## config.mk

```make
export PLATFORM = sky130hd
export DESIGN_NAME = cpuCore
export DESIGN_NICKNAME = d
export VERILOG_FILES = /design/src/source/cpuPkg.sv /design/src/source/instructionFetch.sv /design/src/source/registerFile.sv /design/src/source/decodeStage.sv /design/src/source/executeStage.sv /design/src/source/resultStage.sv /design/src/source/cpuCore.sv
export VERILOG_INCLUDE_DIRS = /design/src /design/src/source
export SDC_FILE = /design/constraint.sdc
export NUM_CORES = 2
export LEC_CHECK = 0
export ABC_AREA = 0
export BUFFER_PORTS_ARGS = -buffer_cell sky130_fd_sc_hd__buf_4
export CORE_MARGIN = 2
export CORE_UTILIZATION = 50
export DETAILED_ROUTE_END_ITERATION = 6
export PLACE_DENSITY_LB_ADDON = 0.2
export REMOVE_ABC_BUFFERS = 1
export SYNTH_ARGS = -nofsm -noshare
export SYNTH_HDL_FRONTEND = slang
export SYNTH_SLANG_ARGS = --single-unit
```

## constraint.sdc

```tcl
create_clock -name clk -period 3.8 [get_ports clk]
set_input_delay 0 -clock clk [delete_from_list [all_inputs] [get_ports clk]]
set_output_delay 0 -clock clk [all_outputs]
set_load 0.1 [all_outputs]
```

## src/source/cpu_macros.svh

```systemverilog
`ifndef CPU_MACROS_SVH
`define CPU_MACROS_SVH

// First fetch address after reset
`define CPU_RESET_PC 32'hbfc00000
`define CPU_PC_STEP 32'd4
`define CPU_REG_COUNT 32

// Primary opcodes
`define OP_SPECIAL 6'b000000
`define OP_ADDIU 6'b001001
`define OP_SLTI 6'b001010
`define OP_ANDI 6'b001100
`define OP_ORI 6'b001101
`define OP_XORI 6'b001110
`define OP_LUI 6'b001111

// Funct field of SPECIAL
`define FN_ADDU 6'b100001
`define FN_SUBU 6'b100011
`define FN_AND 6'b100100
`define FN_OR 6'b100101
`define FN_XOR 6'b100110
`define FN_NOR 6'b100111
`define FN_SLT 6'b101010
`define FN_SLTU 6'b101011

`endif

```

## src/source/cpuPkg.sv

```systemverilog
package cpuPkg;

    // Data and address word
    typedef logic [31:0] wordT;

    // General register number
    typedef logic [4:0] regAddrT;

    // ALU operation codes
    //   0  add
    //   1  subtract
    //   2  and
    //   3  or
    //   4  xor
    //   5  nor
    //   6  pass operand B
    //   7  set on signed less-than
    //   8  set on unsigned less-than
    // Other codes yield zero
    typedef logic [3:0] aluOpT;

    // Instruction SRAM request machine
    typedef enum logic {
        fetchIdle,
        fetchWait
    } fetchStateT;

endpackage

```

## src/source/instructionFetch.sv

```systemverilog
`include "cpu_macros.svh"

module instructionFetch (
    input  logic         clk,
    input  logic         reset,
    output cpuPkg::wordT inst_sram_addr,
    output logic         inst_sram_readen,
    input  cpuPkg::wordT inst_sram_rdata,
    input  logic         inst_sram_valid,
    output logic         fetchValid,
    output cpuPkg::wordT fetchPc,
    output cpuPkg::wordT fetchInstr
);

    cpuPkg::fetchStateT fetchState;
    cpuPkg::wordT       pc;
    logic               accept;

    assign inst_sram_readen = (fetchState == cpuPkg::fetchWait);
    assign inst_sram_addr = pc;
    assign accept = inst_sram_readen && inst_sram_valid;

    always_ff @(posedge clk) begin
        if (reset) begin
            fetchState <= cpuPkg::fetchIdle;
            pc <= `CPU_RESET_PC;
        end else begin
            case (fetchState)
                cpuPkg::fetchIdle: begin
                    fetchState <= cpuPkg::fetchWait;
                end
                cpuPkg::fetchWait: begin
                    // Next request goes out right after acceptance
                    if (accept) begin
                        pc <= pc + `CPU_PC_STEP;
                    end
                end
                default: begin
                    fetchState <= cpuPkg::fetchIdle;
                end
            endcase
        end
    end

    always_ff @(posedge clk) begin
        if (reset) begin
            fetchValid <= 1'b0;
        end else begin
            fetchValid <= accept;
        end
    end

    always_ff @(posedge clk) begin
        if (accept) begin
            fetchPc <= pc;
            fetchInstr <= inst_sram_rdata;
        end
    end

    // Request must hold steady until the memory answers
    holdRequest: assert property (@(posedge clk) disable iff (reset)
        (fetchState == cpuPkg::fetchWait && !inst_sram_valid)
        |=> (inst_sram_readen && $stable(inst_sram_addr)));

endmodule

```

## src/source/registerFile.sv

```systemverilog
`include "cpu_macros.svh"

module registerFile (
    input  logic            clk,
    input  logic            reset,
    input  cpuPkg::regAddrT readAddrA,
    input  cpuPkg::regAddrT readAddrB,
    output cpuPkg::wordT    readDataA,
    output cpuPkg::wordT    readDataB,
    input  cpuPkg::regAddrT writeAddr,
    input  cpuPkg::wordT    writeData
);

    // Register zero has no storage
    cpuPkg::wordT regs [1:`CPU_REG_COUNT-1];

    always_ff @(posedge clk) begin
        if (reset) begin
            for (int i = 1; i < `CPU_REG_COUNT; i++) begin
                regs[i] <= '0;
            end
        end else if (writeAddr != '0) begin
            regs[writeAddr] <= writeData;
        end
    end

    assign readDataA = (readAddrA == '0) ? '0 : regs[readAddrA];
    assign readDataB = (readAddrB == '0) ? '0 : regs[readAddrB];

    // A written register reads back on the next cycle
    readBackA: assert property (@(posedge clk) disable iff (reset)
        (writeAddr != '0) |=>
        (readAddrA != $past(writeAddr) || readDataA == $past(writeData)));

    readBackB: assert property (@(posedge clk) disable iff (reset)
        (writeAddr != '0) |=>
        (readAddrB != $past(writeAddr) || readDataB == $past(writeData)));

endmodule

```

## src/source/decodeStage.sv

```systemverilog
`include "cpu_macros.svh"

module decodeStage (
    input  logic            clk,
    input  logic            reset,
    input  logic            fetchValid,
    input  cpuPkg::wordT    fetchPc,
    input  cpuPkg::wordT    fetchInstr,
    output cpuPkg::regAddrT rfReadAddrA,
    output cpuPkg::regAddrT rfReadAddrB,
    input  cpuPkg::wordT    rfReadDataA,
    input  cpuPkg::wordT    rfReadDataB,
    input  cpuPkg::regAddrT fwdExDest,
    input  cpuPkg::wordT    fwdExData,
    input  cpuPkg::regAddrT rfWriteAddr,
    input  cpuPkg::wordT    rfWriteData,
    output logic            exValid,
    output cpuPkg::wordT    exPc,
    output cpuPkg::regAddrT exDest,
    output cpuPkg::aluOpT   exAluOp,
    output cpuPkg::wordT    exOperandA,
    output cpuPkg::wordT    exOperandB
);

    logic [5:0]      opcode;
    logic [5:0]      funct;
    cpuPkg::regAddrT rs;
    cpuPkg::regAddrT rt;
    cpuPkg::regAddrT rd;
    logic [15:0]     imm;
    cpuPkg::aluOpT   aluOp;
    cpuPkg::regAddrT dest;
    logic            useImm;
    cpuPkg::wordT    immValue;
    cpuPkg::wordT    operandA;
    cpuPkg::wordT    operandB;

    assign opcode = fetchInstr[31:26];
    assign rs = fetchInstr[25:21];
    assign rt = fetchInstr[20:16];
    assign rd = fetchInstr[15:11];
    assign funct = fetchInstr[5:0];
    assign imm = fetchInstr[15:0];

    always_comb begin
        aluOp = 4'd0;
        dest = '0;
        useImm = 1'b1;
        immValue = {{16{imm[15]}}, imm};
        if (opcode == `OP_SPECIAL) begin
            useImm = 1'b0;
            dest = rd;
            case (funct)
                `FN_ADDU: aluOp = 4'd0;
                `FN_SUBU: aluOp = 4'd1;
                `FN_AND:  aluOp = 4'd2;
                `FN_OR:   aluOp = 4'd3;
                `FN_XOR:  aluOp = 4'd4;
                `FN_NOR:  aluOp = 4'd5;
                `FN_SLT:  aluOp = 4'd7;
                `FN_SLTU: aluOp = 4'd8;
                default:  dest = '0;
            endcase
        end else begin
            dest = rt;
            case (opcode)
                `OP_ADDIU: aluOp = 4'd0;
                `OP_SLTI:  aluOp = 4'd7;
                `OP_ANDI: begin
                    aluOp = 4'd2;
                    immValue = {16'h0000, imm};
                end
                `OP_ORI: begin
                    aluOp = 4'd3;
                    immValue = {16'h0000, imm};
                end
                `OP_XORI: begin
                    aluOp = 4'd4;
                    immValue = {16'h0000, imm};
                end
                `OP_LUI: begin
                    aluOp = 4'd6;
                    immValue = {imm, 16'h0000};
                end
                // Unknown encodings retire as bubbles
                default: dest = '0;
            endcase
        end
    end

    // Execute result is newest, then the write port, then the file
    function automatic cpuPkg::wordT pickOperand(
        input cpuPkg::regAddrT addr,
        input cpuPkg::wordT    fileValue,
        input cpuPkg::regAddrT newDest,
        input cpuPkg::wordT    newData,
        input cpuPkg::regAddrT oldDest,
        input cpuPkg::wordT    oldData
    );
        if (addr == '0) begin
            return '0;
        end
        if (addr == newDest) begin
            return newData;
        end
        if (addr == oldDest) begin
            return oldData;
        end
        return fileValue;
    endfunction

    assign rfReadAddrA = rs;
    assign rfReadAddrB = rt;
    assign operandA = pickOperand(rs, rfReadDataA, fwdExDest, fwdExData,
                                  rfWriteAddr, rfWriteData);
    assign operandB = pickOperand(rt, rfReadDataB, fwdExDest, fwdExData,
                                  rfWriteAddr, rfWriteData);

    always_ff @(posedge clk) begin
        if (reset) begin
            exValid <= 1'b0;
        end else begin
            exValid <= fetchValid;
        end
    end

    always_ff @(posedge clk) begin
        exPc <= fetchPc;
        exDest <= dest;
        exAluOp <= aluOp;
        exOperandA <= operandA;
        exOperandB <= useImm ? immValue : operandB;
    end

endmodule

```

## src/source/executeStage.sv

```systemverilog
module executeStage (
    input  logic            clk,
    input  logic            reset,
    input  logic            exValid,
    input  cpuPkg::wordT    exPc,
    input  cpuPkg::regAddrT exDest,
    input  cpuPkg::aluOpT   exAluOp,
    input  cpuPkg::wordT    exOperandA,
    input  cpuPkg::wordT    exOperandB,
    output cpuPkg::regAddrT fwdExDest,
    output cpuPkg::wordT    fwdExData,
    output logic            resValid,
    output cpuPkg::wordT    resPc,
    output cpuPkg::regAddrT resDest,
    output cpuPkg::wordT    resData
);

    cpuPkg::wordT aluResult;
    logic         signedLess;
    logic         unsignedLess;

    assign signedLess = $signed(exOperandA) < $signed(exOperandB);
    assign unsignedLess = exOperandA < exOperandB;

    always_comb begin
        case (exAluOp)
            4'd0: aluResult = exOperandA + exOperandB;
            4'd1: aluResult = exOperandA - exOperandB;
            4'd2: aluResult = exOperandA & exOperandB;
            4'd3: aluResult = exOperandA | exOperandB;
            4'd4: aluResult = exOperandA ^ exOperandB;
            4'd5: aluResult = ~(exOperandA | exOperandB);
            4'd6: aluResult = exOperandB;
            4'd7: aluResult = {31'b0, signedLess};
            4'd8: aluResult = {31'b0, unsignedLess};
            default: aluResult = '0;
        endcase
    end

    // A bubble must not match any decode source
    assign fwdExDest = exValid ? exDest : '0;
    assign fwdExData = aluResult;

    always_ff @(posedge clk) begin
        if (reset) begin
            resValid <= 1'b0;
        end else begin
            resValid <= exValid;
        end
    end

    always_ff @(posedge clk) begin
        resPc <= exPc;
        resDest <= exDest;
        resData <= aluResult;
    end

    // Operands forwarded by decode must be resolved by now
    knownResult: assert property (@(posedge clk) disable iff (reset)
        exValid |-> !$isunknown(aluResult));

endmodule

```

## src/source/resultStage.sv

```systemverilog
module resultStage (
    input  logic            resValid,
    input  cpuPkg::wordT    resPc,
    input  cpuPkg::regAddrT resDest,
    input  cpuPkg::wordT    resData,
    output cpuPkg::regAddrT rfWriteAddr,
    output cpuPkg::wordT    rfWriteData,
    output cpuPkg::wordT    debug_wb_pc,
    output logic [3:0]      debug_wb_rf_wen,
    output cpuPkg::regAddrT debug_wb_rf_wnum,
    output cpuPkg::wordT    debug_wb_rf_wdata
);

    // Bubbles write register zero, which is ignored
    assign rfWriteAddr = resValid ? resDest : '0;
    assign rfWriteData = resData;

    // Trace shows all byte enables on a real write
    assign debug_wb_pc = resPc;
    assign debug_wb_rf_wen = (rfWriteAddr != '0) ? 4'b1111 : 4'b0000;
    assign debug_wb_rf_wnum = rfWriteAddr;
    assign debug_wb_rf_wdata = rfWriteData;

endmodule

```

## src/source/cpuCore.sv

```systemverilog
module cpuCore (
    input  logic            clk,
    input  logic            reset,
    output cpuPkg::wordT    inst_sram_addr,
    output logic            inst_sram_readen,
    input  cpuPkg::wordT    inst_sram_rdata,
    input  logic            inst_sram_valid,
    output cpuPkg::wordT    debug_wb_pc,
    output logic [3:0]      debug_wb_rf_wen,
    output cpuPkg::regAddrT debug_wb_rf_wnum,
    output cpuPkg::wordT    debug_wb_rf_wdata
);

    logic            fetchValid;
    cpuPkg::wordT    fetchPc;
    cpuPkg::wordT    fetchInstr;
    cpuPkg::regAddrT rfReadAddrA;
    cpuPkg::regAddrT rfReadAddrB;
    cpuPkg::wordT    rfReadDataA;
    cpuPkg::wordT    rfReadDataB;
    cpuPkg::regAddrT rfWriteAddr;
    cpuPkg::wordT    rfWriteData;
    logic            exValid;
    cpuPkg::wordT    exPc;
    cpuPkg::regAddrT exDest;
    cpuPkg::aluOpT   exAluOp;
    cpuPkg::wordT    exOperandA;
    cpuPkg::wordT    exOperandB;
    cpuPkg::regAddrT fwdExDest;
    cpuPkg::wordT    fwdExData;
    logic            resValid;
    cpuPkg::wordT    resPc;
    cpuPkg::regAddrT resDest;
    cpuPkg::wordT    resData;

    instructionFetch fetch (
        .clk(clk),
        .reset(reset),
        .inst_sram_addr(inst_sram_addr),
        .inst_sram_readen(inst_sram_readen),
        .inst_sram_rdata(inst_sram_rdata),
        .inst_sram_valid(inst_sram_valid),
        .fetchValid(fetchValid),
        .fetchPc(fetchPc),
        .fetchInstr(fetchInstr)
    );

    registerFile regFile (
        .clk(clk),
        .reset(reset),
        .readAddrA(rfReadAddrA),
        .readAddrB(rfReadAddrB),
        .readDataA(rfReadDataA),
        .readDataB(rfReadDataB),
        .writeAddr(rfWriteAddr),
        .writeData(rfWriteData)
    );

    decodeStage decode (
        .clk(clk),
        .reset(reset),
        .fetchValid(fetchValid),
        .fetchPc(fetchPc),
        .fetchInstr(fetchInstr),
        .rfReadAddrA(rfReadAddrA),
        .rfReadAddrB(rfReadAddrB),
        .rfReadDataA(rfReadDataA),
        .rfReadDataB(rfReadDataB),
        .fwdExDest(fwdExDest),
        .fwdExData(fwdExData),
        .rfWriteAddr(rfWriteAddr),
        .rfWriteData(rfWriteData),
        .exValid(exValid),
        .exPc(exPc),
        .exDest(exDest),
        .exAluOp(exAluOp),
        .exOperandA(exOperandA),
        .exOperandB(exOperandB)
    );

    executeStage execute (
        .clk(clk),
        .reset(reset),
        .exValid(exValid),
        .exPc(exPc),
        .exDest(exDest),
        .exAluOp(exAluOp),
        .exOperandA(exOperandA),
        .exOperandB(exOperandB),
        .fwdExDest(fwdExDest),
        .fwdExData(fwdExData),
        .resValid(resValid),
        .resPc(resPc),
        .resDest(resDest),
        .resData(resData)
    );

    resultStage result (
        .resValid(resValid),
        .resPc(resPc),
        .resDest(resDest),
        .resData(resData),
        .rfWriteAddr(rfWriteAddr),
        .rfWriteData(rfWriteData),
        .debug_wb_pc(debug_wb_pc),
        .debug_wb_rf_wen(debug_wb_rf_wen),
        .debug_wb_rf_wnum(debug_wb_rf_wnum),
        .debug_wb_rf_wdata(debug_wb_rf_wdata)
    );

endmodule

```

Yosys cells after proc, flatten, opt, wreduce, memory -nomap -nowiden
Memories as Yosys holds them, arrays and structs flattened. A register that Yosys moved wholly into a read port is not among the register bits.
Index checks and enable logic that the tools add are counted.
Storage, ports and cells
  register bits: 274
  bits in writable memories: 992
  input port bits: 35
  output and inout port bits: 106
  memories kept: 1
Memories
  regFile.regs: words 31, width 32, rd ports 2, clocked after memory_dff 2, wr ports 31, RTL line registerFile.sv:15  | cpuPkg::wordT regs [1:`CPU_REG_COUNT-1];
Operators by class
  $add $sub $neg: 3
  $lt $le $gt $ge: 2
  eq/ne operators: 26
  mux-type cells: 49
  bitwise logic cells: 4
  reduce and logical (&&, ||, !) cells: 11
Operators with widths (number)
  32-bit 2-to-1 mux: 16
  32-bit case mux with 9 select lines: 1
  32-bit < comparator: 2
  32-bit case mux with 2 select lines: 1
  6-bit equality test (second input constant): 8
  5-bit 2-to-1 mux: 8
  6-bit by 4-bit equality test with 1-bit output (second input constant): 6
  32-bit by 3-bit adder with 32-bit output (second input constant): 1
  32-bit adder: 1
  32-bit bitwise AND: 1
  32-bit NOT: 1
  32-bit bitwise OR: 1
  32-bit OR reduction: 1
  32-bit subtractor: 1
  32-bit XOR: 1
  4-bit case mux with 7 select lines: 1
  5-bit equality test: 4
  1-bit 2-to-1 mux: 19
  4-bit by 3-bit equality test with 1-bit output (second input constant): 4
  3-bit case mux with 5 select lines: 1
  5-bit zero test: 2
  4-bit by 2-bit equality test with 1-bit output (second input constant): 2
  4-bit 2-to-1 mux: 2
  8-bit OR reduction: 1
  other kinds (9): 9

Logic depth before layout (Yosys ltp)
  depth after elaboration: 10
  mapped depth: 13
  depth with buffers taken out: 13

Modules after synthesis
Synthesis repeated with hierarchy kept, for this count alone.
Second synthesis, totals
  cell total of the unflattened synthesis: 5397
  area, all modules: 70518.9 um^2
Modules (own cells, without submodules)
  registerFile: instances 1, cells an instance 3650, area each 54444.7 um^2, sequential area each 30749.5 um^2
  executeStage: instances 1, cells an instance 956, area each 7031.7 um^2, sequential area each 1401.3 um^2
  decodeStage: instances 1, cells an instance 436, area each 4717.0 um^2, sequential area each 2122.0 um^2
  instructionFetch: instances 1, cells an instance 244, area each 3497.1 um^2, sequential area each 2502.4 um^2
  resultStage: instances 1, cells an instance 111, area each 828.3 um^2, sequential area each 0.0 um^2

Worst setup path before layout
Ideal clock, no wire load.
  kind: register -> register
  start point: register execute.resValid
  end point: memory regFile.regs[27][0] in the netlist's numbering (enable)
  arrival time: 4.121 ns
  required time: 3.334 ns
  setup slack: -0.787 ns
  stages on the path, launching flop included: 7
  path buffers: 2
  period minus slack after synthesis: 4.587 ns
  cells stage by stage: dfxtp_1 clkbuf_1 nand2_1 inv_1 nand2_1 clkbuf_1 o21ai_0
RTL lines
  from (decl): RTL line executeStage.sv:12  | output logic resValid,
  from (signal assigned): RTL line executeStage.sv:48  | resValid <= exValid;
  to (decl): RTL line registerFile.sv:15

Final worst setup path
  start point: register decode.exOperandA[0]
  end point: register decode.exOperandA[0]
On the way
  cells in the longest elaborated chain, start to end: 8
RTL lines
  from (decl): RTL line decodeStage.sv:21  | output cpuPkg::wordT exOperandA,
  from (signal assigned): RTL line decodeStage.sv:131  | exOperandA <= operandA;
  branches (longest 2 deep; another with 32-bit subtractor)
  32-bit case mux with 9 select lines (*): RTL line executeStage.sv:26  | case (exAluOp)
  32-bit 2-to-1 mux (*): RTL line decodeStage.sv:103  | if (addr == newDest) begin
  32-bit 2-to-1 mux: RTL line decodeStage.sv:106  | if (addr == oldDest) begin
  32-bit 2-to-1 mux: RTL line decodeStage.sv:109  | return fileValue;
  32-bit 2-to-1 mux (*): RTL line decodeStage.sv:106
  32-bit 2-to-1 mux (*): RTL line decodeStage.sv:103
Mark *: on every way between the ends.
A chain may end at the register's enable or synchronous reset.

==> metrics list <==
* Number of vias in the routed layout: about 47000
* Post-synthesis mux area share: between 20% and 30%
- Using the TritonRoute via totals, the vias-per-cell ratio works out to about 6.6.
* Min-Delay Path Depth: 4
- Die Y: between 300 and 400 µm
* Setup Buffers After CTS: 0
- Leading cell types by total area after synthesis: edfxtp_1 (48%), mux4_2 (21%), and2_1 (9.1%)
- The final count of pins violating max slew came to 0.
- Count of distinct cell types in the synthesized netlist: 93
- The number of global-route vias before repair was approximately 46000.
* Fraction of the mapped netlist area in adder cells: 1.83%
* Number of instances in the synthesized netlist: slightly below 5000
* Power Internal: between 20 and 30 mW
- Deepest clock path buffer count: 3
- Leakage power of the design: just under 30 nW
- Power share of the combinational group: 23.0%
* Highest achievable clock rate: ~270 MHz
- The synthesized netlist devotes approximately an eighth of its cell area to simple gates.
- Final-layout fill cell count: ~10000
* Final HPWL DP: around 150000 µm
- Number of buffer cells added on primary ports: approximately 140
- Setup violations remaining at the end of the flow were counted as 0.
- The first global-routing pass estimated 336000 µm of wire.
- The worst setup path is captured at a flop.
- Final RePlAce weighted congestion: between 0.9 and 1
* Relative slew margins: between 10% and 20%
* Crit path buf inv count: 1
* Core region area: 136000 µm²
- Across the run, the number of max-cap violations was 0.
* R2R Path End: decode.exOperandA[0]$_SDFF_PP0_
* Slew of the pin with the lowest slew margin: 1.34 ns
- Hold Path Class: in -> reg
- Reg2reg path depth: 13
- CTS saw between 1000 and 1500 sinks.
* Cell with the largest stage delay on the worst path: o31ai_2
* FF+latch count, synth: 1300
* Post-route clock skew: between 0.02 and 0.025 ns
- Count of H-tree levels built during CTS: 4
- Synth Warn #: 0
- Critical path class: reg -> reg
* Final layout net count: 5237
- Source of the worst register-to-register timing path: decode.exOperandA[0]$_SDFF_PP0_
- Area grow syn2layout: 16.0%
- Worst setup path startpoint: decode.exOperandA[0]$_SDFF_PP0_
* Worst IR Drop VDD: ~0.00036 V
* Residual DRC count: 0
- Seq pwr share: about two fifths
* Average footprint of a synthesized cell: 14.2 µm²
- List of most frequent post-synthesis cells: edfxtp_1 (1086), and2_1 (998), mux4_2 (640)
- Wire length per cell after detailed routing: 33.7 µm
- By area, the combinational part of the netlist is dominated by multiplexers.
- Delay of the slowest cell on the worst path: around 0.52 ns
- STA puts the critical path data required time at about 4.5 ns.
- Async set-or-reset flop fraction in the synthesized netlist: 0%
- Cts bufs inserted: between 100 and 150
- CTS tree: done
- Cell family with the largest share of critical-path delay: compound AO/OA/AOI/OAI gates
- GRT Resource Usage Total: between 30% and 40%
* Type of origin of the critical path: flop
* Most used DFF post-synth: edfxtp_1
- The clock period could shrink to between 3 and 4 ns.
* Result of the run: finished, final reports clean
- In this run the power density over the cells is 508 nW/µm².
- Power dissipated by switching net loads: approximately 13 mW
* Clock power share: a little over a third
* Power after layout: roughly 40 mW
* Violation count after the first detailed-routing iteration: between 7000 and 8000
- After synthesis, the largest area contributor takes up a little under half of total cell area.
- ANT nets after route: 0
- Before antenna repair, the detailed router went through 6 iterations.
- Post-synth EDFFs: roughly 1100
* Area of the die: ~140000 µm²
- Of the cells placed in the final design, the portion with a size suffix greater than 1 is roughly 28%.
- Detailed Route WL: 236000 µm
* Startpoint of the worst hold path: inst_sram_rdata[19]
- The floorplan has 135 rows.
- The final count of hold timing violations is 0.
* Ratio of final minimum period to clock period: between 90 and 100%
* Setup slack of the worst register-to-register path: 0.04 ns
- Clk root buf: clkbuf_16
* Dominant cell by count in the synthesized netlist: edfxtp_1
* Horizontal die dimension: 374 µm
* I/O pins: 141
* Synth Area in XOR/XNOR: less than 1%
- Synth Area in Compound Gates: roughly 5.4%
- Worst Path Max Fanout: 6
- For this run the aggregate overflow at the end of global routing stands at 0.
- Summing the sequential cell areas from Yosys gives 53.8% of the chip area.
- Pin count of the biggest net entering global routing: 77
- Arr. time, crit path: around 4.4 ns
- Setup repair after global routing left no endpoint under its margin.
* Clock-pin slew of the registers on the worst-case setup and hold paths: around 0.060 ns
- Cell-by-cell trace of the critical path: inv_1, ha_1, fa_1, o21bai_1, a211o_1, a2111oi_4, nand2b_1, a31oi_4, o31ai_2, a31oi_2, o211ai_1, and4_1, o22ai_1
- Once the floorplan was initialized, standard cells occupied between 50% and 60% of the core.
- Antenna violations before repair: 22
- Of the total power, the share spent switching nets is around a third.
- Summed over all instances, the cell type with the most area after synthesis is edfxtp_1.
* Worst hold-check slack: 0.0710 ns
- Worst-Skew Late Latency: 0.80 ns
- The mapped netlist covers 68600 µm².
-- flip-flops by register name, summed over array words and instances, names as in the netlist, named ones only --
signal                  cells
decode.exAluOp              4
decode.exDest               5
decode.exOperandA          32
decode.exOperandB          32
decode.exPc                30
decode.exValid              1
execute.resData            32
execute.resDest             5
execute.resPc              30
execute.resValid            1
fetch.fetchInstr           32
fetch.fetchPc              30
fetch.fetchValid            1
fetch.inst_sram_addr       30
fetch.inst_sram_readen      1
regFile.regs             1024
-- cells by family (layout without fill, tap and decap cells) --
family,Yosys count,after routing
xor gates and xnor gates,52,52
muxes,723,723
adders and majority gates,99,99
DFF,1300,1300
and+or+nand+nor,1555,1555
AOI/OAI and AO/OA,536,536
buffers and inverters,577,917
other,1,43
-- stage by stage --
| step | TNS, ns | instance area [µm²] | setup slack [ns] | utilization [%] | cells |
|---|---|---|---|---|---|
| 3_3_place_gp | 0 | 74100 | 0.231 | 54.6 | 6670 |
| 2_1_floorplan | -888.91 | 67000 | -8.57 | - | 4425 |
| 5_1_grt | 0 | 79600 | 0.0265 | 58.6 | 7001 |
| 4_1_cts | 0 | 79600 | 0.199 | 58.6 | 6999 |
| 3_5_place_dp | 0 | 74100 | 0.207 | 54.6 | 6670 |
| 6_report | 0 | 79600 | 0.0388 | 58.6 | 7006 |
-- power groups by stage --
stage	registers (mW)	clock network [mW]	logic, mW
after detailed placement	17.2	0	9.05
after global routing	17.0	14.8	9.68
after floorplan	18.9	0	4.05
after global placement	17.2	0	9.03
after CTS	16.9	14.3	9.13
final	17.0	14.2	9.30
-- tightest hold or removal path, delay by kind of cell --
kind	cells	cell delay [ns]
buffers and inverters	2	0.69
AND/OR/NAND/NOR	2	0.14
-- what timing repair did --
action | in CTS | in global routing
hold buffers | 67 | 0
resized for setup | 0 | 6
setup endpoints to repair | 0 | 8
endpoints found under the hold margin | 76 | 0
-- area by class of cell --
cell class | instances | area (µm²) | area share (%)
Clock inverter | 75 | 761 | 0.956
Clock buffer | 187 | 3980 | 4.99
Multi-Input combinational cell | 3001 | 30300 | 38.1
Timing Repair Buffer | 531 | 4930 | 6.19
Inverter | 124 | 467 | 0.586
Sequential cell | 1300 | 36900 | 46.4
Tap cell | 1781 | 2230 | 2.80
Antenna cell | 7 | 17.5 | 0.0220
-- worst max-delay path by stage --
stage / endpoint / slack (ns) / depth (start not counted)
after floorplan: decode.exOperandB[31]$_DFF_P_ / -8.57 / 6
after global placement: decode.exOperandB[30]$_DFF_P_ / 0.23 / 13
after detailed placement: decode.exOperandB[16]$_DFF_P_ / 0.21 / 13
after CTS: decode.exOperandB[19]$_DFF_P_ / 0.20 / 14
after global routing: decode.exOperandA[0]$_SDFF_PP0_ / 0.03 / 13
final: decode.exOperandA[0]$_SDFF_PP0_ / 0.04 / 13
-- cell usage in the layout (no fill, tap or decap), types with 62 or more instances in the layout --
| cell type | Yosys | routed |
|---|---|---|
| inv_1 | 120 | 118 |
| mux4_2 | 640 | 640 |
| nor2_1 | 162 | 130 |
| o21ai_0 | 143 | 111 |
| mux2i_1 | 76 | 76 |
| dfxtp_1 | 214 | 203 |
| dlygate4sd3_1 | 0 | 67 |
| buf_12 | 0 | 62 |
| and2_1 | 998 | 998 |
| clkbuf_16 | 0 | 152 |
| buf_4 | 11 | 402 |
| a21oi_1 | 106 | 106 |
| ha_1 | 97 | 97 |
| edfxtp_1 | 1086 | 1086 |
| nand2_1 | 212 | 212 |
-- routing by layer --
metal	routed length (µm)	global-route usage, %	part of all wire [%]
met1	87700	45.5	37
met2	108000	52.1	46
met3	28400	8.33	12
met4	11900	15.2	5.0
met5	75	0	0.032
No activity file was read; power rests on OpenSTA's default activity.
